**src/logic/es_data_pkg.sv**
```systemverilog
// Data widths for the entropy source
// Noise bus width, output word width and symbols per word
// Output word union with plain and per-symbol views

package es_data_pkg;

  // Raw noise bus from the analog source
  parameter int RngBusWidth = 4;

  // Entropy word handed to the consumer
  parameter int EntropyWidth = 32;

  // Noise samples that make up one word
  parameter int SymbolsPerWord = EntropyWidth / RngBusWidth;

  // One output word, seen whole or as noise symbols
  // Symbol 0 sits in the lowest nibble
  typedef union packed {
    logic [EntropyWidth-1:0]                     word;
    logic [SymbolsPerWord-1:0][RngBusWidth-1:0] symbols;
  } es_word_u;

endpackage

```
**src/logic/es_ctrl_pkg.sv**
```systemverilog
// Control definitions for the entropy source
// Main state machine encoding

package es_ctrl_pkg;

  // Main FSM states
  //   IDLE     module disabled, test state held clear
  //   STARTUP  first health window, nothing is emitted
  //   CONT     continuous operation, words are packed
  //   HALTED   a health test tripped, wait for disable
  typedef enum logic [1:0] {
    IDLE    = 2'b00,
    STARTUP = 2'b01,
    CONT    = 2'b10,
    HALTED  = 2'b11
  } es_state_e;

endpackage

```
**src/logic/es_main_fsm.sv**
```systemverilog
// Main FSM of the entropy source
// Sequences idle, startup, continuous and halted operation
// Holds the sticky health failure and the recoverable alert pulse

module es_main_fsm (
  input  logic clk_i,
  input  logic rst_n_i,
  input  logic es_enable_i,
  input  logic window_end_i,
  input  logic fail_i,
  output logic test_clr_o,
  output logic tests_run_o,
  output logic pack_run_o,
  output logic health_fail_o,
  output logic recov_alert_o,
  output logic es_idle_o
);

  es_ctrl_pkg::es_state_e state_q;
  es_ctrl_pkg::es_state_e state_d;
  logic                   trip;

  // Failure only counts while tests are live and the module is on
  assign trip = fail_i && es_enable_i &&
                (state_q == es_ctrl_pkg::STARTUP || state_q == es_ctrl_pkg::CONT);

  always_comb begin
    state_d = state_q;
    if (!es_enable_i) begin
      state_d = es_ctrl_pkg::IDLE;
    end else begin
      case (state_q)
        es_ctrl_pkg::IDLE:    state_d = es_ctrl_pkg::STARTUP;
        es_ctrl_pkg::STARTUP: begin
          // Failure wins over a clean window close
          if (fail_i) begin
            state_d = es_ctrl_pkg::HALTED;
          end else if (window_end_i) begin
            state_d = es_ctrl_pkg::CONT;
          end
        end
        es_ctrl_pkg::CONT: begin
          if (fail_i) begin
            state_d = es_ctrl_pkg::HALTED;
          end
        end
        es_ctrl_pkg::HALTED:  state_d = es_ctrl_pkg::HALTED;
        default:              state_d = es_ctrl_pkg::IDLE;
      endcase
    end
  end

  always_ff @(posedge clk_i) begin
    if (!rst_n_i) begin
      state_q       <= es_ctrl_pkg::IDLE;
      health_fail_o <= 1'b0;
      recov_alert_o <= 1'b0;
    end else begin
      state_q       <= state_d;
      recov_alert_o <= trip;
      if (!es_enable_i) begin
        health_fail_o <= 1'b0;
      end else if (trip) begin
        health_fail_o <= 1'b1;
      end
    end
  end

  // Control levels
  assign test_clr_o  = (state_q == es_ctrl_pkg::IDLE);
  assign tests_run_o = (state_q == es_ctrl_pkg::STARTUP) || (state_q == es_ctrl_pkg::CONT);
  assign pack_run_o  = (state_q == es_ctrl_pkg::CONT);
  assign es_idle_o   = (state_q == es_ctrl_pkg::IDLE);

  //////////////////////////////////////////////////////////////////////////
  // Assertions
  //////////////////////////////////////////////////////////////////////////

  // Packing starts only after a clean startup window
  assert property (@(posedge clk_i) disable iff (!rst_n_i)
    $rose(pack_run_o) |-> $past(window_end_i && !fail_i));

  // One alert per failure event
  assert property (@(posedge clk_i) disable iff (!rst_n_i)
    recov_alert_o |=> !recov_alert_o);

endmodule

```
**src/logic/es_window_timer.sv**
```systemverilog
// Health test window timer
// Counts accepted samples, pulses at each window close

module es_window_timer #(
  parameter int WindowSize = 32
) (
  input  logic clk_i,
  input  logic rst_n_i,
  input  logic clr_i,
  input  logic run_i,
  input  logic rng_valid_i,
  output logic window_end_o
);

  localparam int              CntW    = $clog2(WindowSize + 1);
  localparam logic [CntW-1:0] LastCnt = CntW'(WindowSize - 1);
  localparam logic [CntW-1:0] MaxCnt  = CntW'(WindowSize);

  logic [CntW-1:0] win_cnt_q;

  always_ff @(posedge clk_i) begin
    if (!rst_n_i || clr_i) begin
      win_cnt_q    <= '0;
      window_end_o <= 1'b0;
    end else begin
      window_end_o <= 1'b0;
      if (run_i && rng_valid_i) begin
        if (win_cnt_q == LastCnt) begin
          win_cnt_q    <= '0;
          window_end_o <= 1'b1;
        end else begin
          win_cnt_q <= win_cnt_q + CntW'(1);
        end
      end
    end
  end

  // Wrap happens one short of the window size
  assert property (@(posedge clk_i) disable iff (!rst_n_i) win_cnt_q < MaxCnt);

endmodule

```
**src/logic/es_health_tests.sv**
```systemverilog
// Health tests on the raw noise bus
// Per-lane repetition count test
// Per-lane adaptive proportion test over one window

module es_health_tests #(
  parameter int WindowSize   = 32,
  parameter int RepCntThresh = 8,
  parameter int AdaptHi      = 24,
  parameter int AdaptLo      = 8
) (
  input  logic                                 clk_i,
  input  logic                                 rst_n_i,
  input  logic                                 clr_i,
  input  logic                                 run_i,
  input  logic                                 rng_valid_i,
  input  logic [es_data_pkg::RngBusWidth-1:0] rng_bits_i,
  input  logic                                 window_end_i,
  output logic                                 fail_o
);

  localparam int Lanes = es_data_pkg::RngBusWidth;
  localparam int RepW  = $clog2(RepCntThresh + 1);
  localparam int OnesW = $clog2(WindowSize + 1);

  localparam logic [RepW-1:0]  RepMax = RepW'(RepCntThresh);
  localparam logic [OnesW-1:0] HiCnt  = OnesW'(AdaptHi);
  localparam logic [OnesW-1:0] LoCnt  = OnesW'(AdaptLo);

  logic             sample;
  logic [Lanes-1:0] rep_hit;
  logic [Lanes-1:0] adapt_hit;
  logic             rep_fail_q;

  assign sample = run_i && rng_valid_i;

  for (genvar l = 0; l < Lanes; l++) begin : gen_lane
    logic             prev_q;
    logic [RepW-1:0]  rep_cnt_q;
    logic [RepW-1:0]  rep_cnt_d;
    logic [OnesW-1:0] ones_q;

    ////////////////////////////////////////////////////////////////////////
    // Repetition count
    ////////////////////////////////////////////////////////////////////////

    // Run length saturates at the threshold
    always_comb begin
      if (rep_cnt_q != '0 && rng_bits_i[l] == prev_q) begin
        rep_cnt_d = (rep_cnt_q == RepMax) ? rep_cnt_q : rep_cnt_q + RepW'(1);
      end else begin
        rep_cnt_d = RepW'(1);
      end
    end

    assign rep_hit[l] = sample && (rep_cnt_d == RepMax) && (rep_cnt_q != RepMax);

    ////////////////////////////////////////////////////////////////////////
    // Adaptive proportion
    ////////////////////////////////////////////////////////////////////////

    // Count already holds the closing sample when window_end_i arrives
    assign adapt_hit[l] = window_end_i && (ones_q > HiCnt || ones_q < LoCnt);

    always_ff @(posedge clk_i) begin
      if (!rst_n_i || clr_i) begin
        prev_q    <= 1'b0;
        rep_cnt_q <= '0;
        ones_q    <= '0;
      end else begin
        if (sample) begin
          prev_q    <= rng_bits_i[l];
          rep_cnt_q <= rep_cnt_d;
        end
        // New window may start with a sample in the same cycle
        if (window_end_i) begin
          ones_q <= sample ? OnesW'(rng_bits_i[l]) : '0;
        end else if (sample) begin
          ones_q <= ones_q + OnesW'(rng_bits_i[l]);
        end
      end
    end

    assert property (@(posedge clk_i) disable iff (!rst_n_i) rep_cnt_q <= RepMax);
  end

  always_ff @(posedge clk_i) begin
    if (!rst_n_i || clr_i) begin
      rep_fail_q <= 1'b0;
    end else begin
      rep_fail_q <= |rep_hit;
    end
  end

  assign fail_o = rep_fail_q || (|adapt_hit);

endmodule

```
**src/logic/es_packer.sv**
```systemverilog
// Entropy word packer
// Collects accepted noise samples into 32-bit words

module es_packer (
  input  logic                                 clk_i,
  input  logic                                 rst_n_i,
  input  logic                                 run_i,
  input  logic                                 rng_valid_i,
  input  logic [es_data_pkg::RngBusWidth-1:0] rng_bits_i,
  output es_data_pkg::es_word_u                entropy_o,
  output logic                                 entropy_valid_o
);

  localparam int              IdxW    = $clog2(es_data_pkg::SymbolsPerWord);
  localparam logic [IdxW-1:0] LastIdx = IdxW'(es_data_pkg::SymbolsPerWord - 1);

  logic                  take;
  logic                  word_done;
  logic [IdxW-1:0]       idx_q;
  es_data_pkg::es_word_u part_q;
  es_data_pkg::es_word_u part_d;

  assign take      = run_i && rng_valid_i;
  assign word_done = take && (idx_q == LastIdx);

  // Drop the new sample into its slot
  always_comb begin
    part_d                = part_q;
    part_d.symbols[idx_q] = rng_bits_i;
  end

  always_ff @(posedge clk_i) begin
    if (!rst_n_i) begin
      idx_q           <= '0;
      entropy_valid_o <= 1'b0;
    end else begin
      entropy_valid_o <= word_done;
      if (!run_i) begin
        idx_q <= '0;
      end else if (take) begin
        idx_q <= (idx_q == LastIdx) ? '0 : idx_q + IdxW'(1);
      end
    end
  end

  // Partial word is discarded whenever packing stops
  always_ff @(posedge clk_i) begin
    if (!run_i) begin
      part_q <= '0;
    end else if (take) begin
      part_q <= part_d;
    end
    if (word_done) begin
      entropy_o <= part_d;
    end
  end

endmodule

```
**src/logic/entropy_src_top.sv**
```systemverilog
// Entropy source top level
// Health test thresholds and window size
// FSM, window timer, health tests and packer

module entropy_src_top #(
  parameter int WindowSize   = 32,
  parameter int RepCntThresh = 8,
  parameter int AdaptHi      = 24,
  parameter int AdaptLo      = 8
) (
  input  logic                                  clk_i,
  input  logic                                  rst_n_i,
  input  logic                                  es_enable_i,
  input  logic                                  rng_valid_i,
  input  logic [es_data_pkg::RngBusWidth-1:0]  rng_bits_i,
  output logic [es_data_pkg::EntropyWidth-1:0] entropy_o,
  output logic                                  entropy_valid_o,
  output logic                                  health_fail_o,
  output logic                                  recov_alert_o,
  output logic                                  es_idle_o
);

  logic                  test_clr;
  logic                  tests_run;
  logic                  pack_run;
  logic                  window_end;
  logic                  fail;
  es_data_pkg::es_word_u entropy_word;

  assign entropy_o = entropy_word.word;

  es_main_fsm u_main_fsm (
    .clk_i         (clk_i),
    .rst_n_i       (rst_n_i),
    .es_enable_i   (es_enable_i),
    .window_end_i  (window_end),
    .fail_i        (fail),
    .test_clr_o    (test_clr),
    .tests_run_o   (tests_run),
    .pack_run_o    (pack_run),
    .health_fail_o (health_fail_o),
    .recov_alert_o (recov_alert_o),
    .es_idle_o     (es_idle_o)
  );

  es_window_timer #(
    .WindowSize (WindowSize)
  ) u_window_timer (
    .clk_i        (clk_i),
    .rst_n_i      (rst_n_i),
    .clr_i        (test_clr),
    .run_i        (tests_run),
    .rng_valid_i  (rng_valid_i),
    .window_end_o (window_end)
  );

  es_health_tests #(
    .WindowSize   (WindowSize),
    .RepCntThresh (RepCntThresh),
    .AdaptHi      (AdaptHi),
    .AdaptLo      (AdaptLo)
  ) u_health_tests (
    .clk_i        (clk_i),
    .rst_n_i      (rst_n_i),
    .clr_i        (test_clr),
    .run_i        (tests_run),
    .rng_valid_i  (rng_valid_i),
    .rng_bits_i   (rng_bits_i),
    .window_end_i (window_end),
    .fail_o       (fail)
  );

  es_packer u_packer (
    .clk_i           (clk_i),
    .rst_n_i         (rst_n_i),
    .run_i           (pack_run),
    .rng_valid_i     (rng_valid_i),
    .rng_bits_i      (rng_bits_i),
    .entropy_o       (entropy_word),
    .entropy_valid_o (entropy_valid_o)
  );

endmodule

```
**config.mk**
```make
export PLATFORM = sky130hd
export DESIGN_NAME = entropy_src_top
export DESIGN_NICKNAME = d
export VERILOG_FILES = /design/src/logic/es_data_pkg.sv /design/src/logic/es_ctrl_pkg.sv /design/src/logic/es_main_fsm.sv /design/src/logic/es_window_timer.sv /design/src/logic/es_health_tests.sv /design/src/logic/es_packer.sv /design/src/logic/entropy_src_top.sv
export SDC_FILE = /design/constraint.sdc
export NUM_CORES = 1
export LEC_CHECK = 0
export BUFFER_PORTS_ARGS = -buffer_cell sky130_fd_sc_hd__buf_4
export CORE_ASPECT_RATIO = 0.6
export CORE_MARGIN = 4
export CORE_UTILIZATION = 64
export CTS_CLUSTER_DIAMETER = 150
export CTS_CLUSTER_SIZE = 28
export DETAILED_ROUTE_END_ITERATION = 10
export GPL_TIMING_DRIVEN = 0
export PLACE_DENSITY_LB_ADDON = 0.05
export SYNTH_ARGS = -nofsm -noshare
export SYNTH_HDL_FRONTEND = slang
export SYNTH_HIERARCHICAL = 1
export SYNTH_SLANG_ARGS = --single-unit
```
**constraint.sdc**
```tcl
create_clock -name clk_i -period 3.4 [get_ports clk_i]
set_input_delay 0.68 -clock clk_i [delete_from_list [all_inputs] [get_ports clk_i]]
set_output_delay 0.68 -clock clk_i [all_outputs]
set_load 0.005 [all_outputs]
```
==> impl_metrics.ini <==
[synth]
syn_nets = 603
postSynthAreaPerCell_um2 = 10.1
ys_seq_area_share_pct = 48.6
ys_types = 55
synth_cells = 571
synth_area_um2 = 5770
synthArstFlopShare_pct = 0
yosysWarnings = 6
ys_ff_latch = 124
synth_edf_count = 32
synthFlopType = dfxtp_1

[route]
first_pass_iters = 5
wl_per_cell_um = 18.9
wl_mm = 14.3
drtAntennaViolNets = 0
vias_per_cell = 6.19
route.detailed.drc = 0
route.vias.total = 4690
drtIter0Drc = 542

[cts]
post_cts_resized = 0
cts_setup_buffers = 0
cts.htree.levels = 4
cts.sinks = 124
holdBufCountCts = 0
clkTransAtPathRegs_ps = 60
cts_made_buffers = 17
clock_path_buffers = 2
clock-root-buffer = clkbuf_16
clk_latency_ps = 420
cts_tree = done

[grt]
grt_busiest_layer = met2
grt_pass1_vias = 4522
grt_pass1_wl_mm = 22.9
grt_max_degree = 34
groute.usage.overall_pct = 28.5
gr-usage-met2_pct = 43.8
use_met3_pct = 6.95
grt_overflow = 0
use_met1_pct = 38.8
grt_antenna_before_repair = 0

[sta]
hold_violations = 0
finalCritPeriodShare_pct = 66.1
fmax_mhz = 445
slew_headroom_pct = 43.3
min_period_ps = 2250
fin_worst_skew_ps = 6.26
worst_pin_slew_ps = 851
maxSlewViolCount = 0
worst_slack_ps = 1150
rsz0062_at_grt = no
finalSetupViolCount = 0
finalSetupTns_ps = 0
whs_ps = 463

[run_status]
status = completed

[die]
coreArea_um2 = 8650
die_area_um2 = 10600
pin_count = 44
die_h_um = 81.5
start_util_pct = 66.6
die_w_um = 131
num_rows = 26

[pwr]
p_total_mw = 3.51
ir_drop_v = 0.000447
p_per_area_nw_per_um2 = 514
power_leakage_nw = 2.63

[worst_setup_path]
cp_data_required_time_ps = 3750
path_cells = o311ai_0 -> nand4_1 -> o41ai_1 -> nand2b_1 -> a21oi_2 -> mux2i_1
reg2reg_slack_ps = 1150
worstPathMaxFanout = 4
cp.arrival_ps = 2590
cp-start-kind = register
cp-end-kind = register
path_buf_inv = 0
max_stage_delay_ps = 600
path_delay_family = compound AO/OA/AOI/OAI gates
worstSetupPathType = register to register
slowest_stage = o41ai_1

[place]
portBuffers = 43
dp.cells = 726
gp_congestion = 0.801
hpwl_mm = 9.24
post_dp_cell_area_um2 = 6230
post-place-ws_ps = 609

[min_path]
hp-class = register to register

[cells_and_area]
final_cells = 758
mostFrequentLayoutCell = dfxtp_1
drive_gt1_share_pct = 20.4
final_area_um2 = 6840
diodes = 0
final_core_util_pct = 79.0
nets = 665
final_cell_mix = dfxtp_1 (92), nand2_1 (83), buf_4 (47)
syn2layout_area_growth_pct = 18.6

[run]
maxCapViolations = 0
==> Yosys cell counts, drive strengths merged, types with 7 or more instances <==
library cell	instances	area (µm²)
dfxtp	92	1840
nand2	84	318
mux2	32	360
nand4	13	81.3
xor2	17	149
mux2i	35	350
a21oi	37	189
or3	7	48.8
nor2	43	161
nand2b	12	82.6
buf	12	75.1
o21ai	16	80.1
edfxtp	32	961
inv	13	48.8
nand3	13	70.1
ha	24	300
nor3	7	35.0
clkbuf	14	52.6
==> logic make-up after synthesis <==
group | share of synthesized area, %
AOI/OAI and AO/OA | 8.20
xor gates and xnor gates | 3.34
adders and majority gates | 5.21
buffers and inverters | 3.06
DFF | 48.6
muxes | 12.3
and+or+nand+nor | 19.2
==> layer usage <==
metal | up-vias | share of wire [%]
li1 | 2173 | -
met1 | 2264 | 45
met2 | 218 | 46
met3 | 35 | 7.7
met4 | 0 | 2.0
met5 | - | 0
==> cell type report <==
cell class                      count  area [µm²]
Clock inverter                     14         170
Multi-Input combinational cell    408        2790
Inverter                           13        48.8
Buffer                             26         128
Sequential cell                   124        2800
Fill cell                         550        1810
Tap cell                          112         140
Clock buffer                       18         439
Timing Repair Buffer               43         323
==> registers in the layout, summed over array words and instances (netlist names) <==
signal,flops
u_health_tests/gen_lane.ones_q,24
u_health_tests/gen_lane.prev_q,4
u_health_tests/gen_lane.rep_cnt_q,16
u_health_tests/rep_fail_q,1
u_main_fsm/health_fail_o,1
u_main_fsm/recov_alert_o,1
u_main_fsm/state_q,2
u_packer/entropy_o,32
u_packer/entropy_valid_o,1
u_packer/idx_q,3
u_packer/part_q,32
u_window_timer/win_cnt_q,6
u_window_timer/window_end_o,1
==> worst min-delay path, delay by kind of cell (launching register included) <==
family | cells | cell delay (ps)
AND/OR/NAND/NOR | 1 | 50
flip-flops | 1 | 310
multiplexers | 1 | 60
==> power breakdown <==
part	leakage (nW)	total [mW]	internal (mW)	switching (mW)
sequential	1.03	1.52	1.51	0.00427
clock	0.288	1.85	1.17	0.679
combinational	1.31	0.147	0.0456	0.102
total	2.63	3.51	2.73	0.786
==> worst paths after layout <==
kind | startpoint | endpoint | cells after the start
worst min-delay path | u_packer/part_q[28]$_SDFFE_PN0P_ | u_packer/part_q[28]$_SDFFE_PN0P_ | 2
worst min register to register | u_packer/part_q[28]$_SDFFE_PN0P_ | u_packer/part_q[28]$_SDFFE_PN0P_ | 2
worst max register to register | u_health_tests/gen_lane[0].ones_q[0]$_SDFFE_PP0P_ | u_main_fsm/state_q[1]$_SDFFE_PN0P_ | 6
worst max-delay path | u_health_tests/gen_lane[0].ones_q[0]$_SDFFE_PP0P_ | u_main_fsm/state_q[1]$_SDFFE_PN0P_ | 6
No activity file was read; power rests on OpenSTA's default activity.
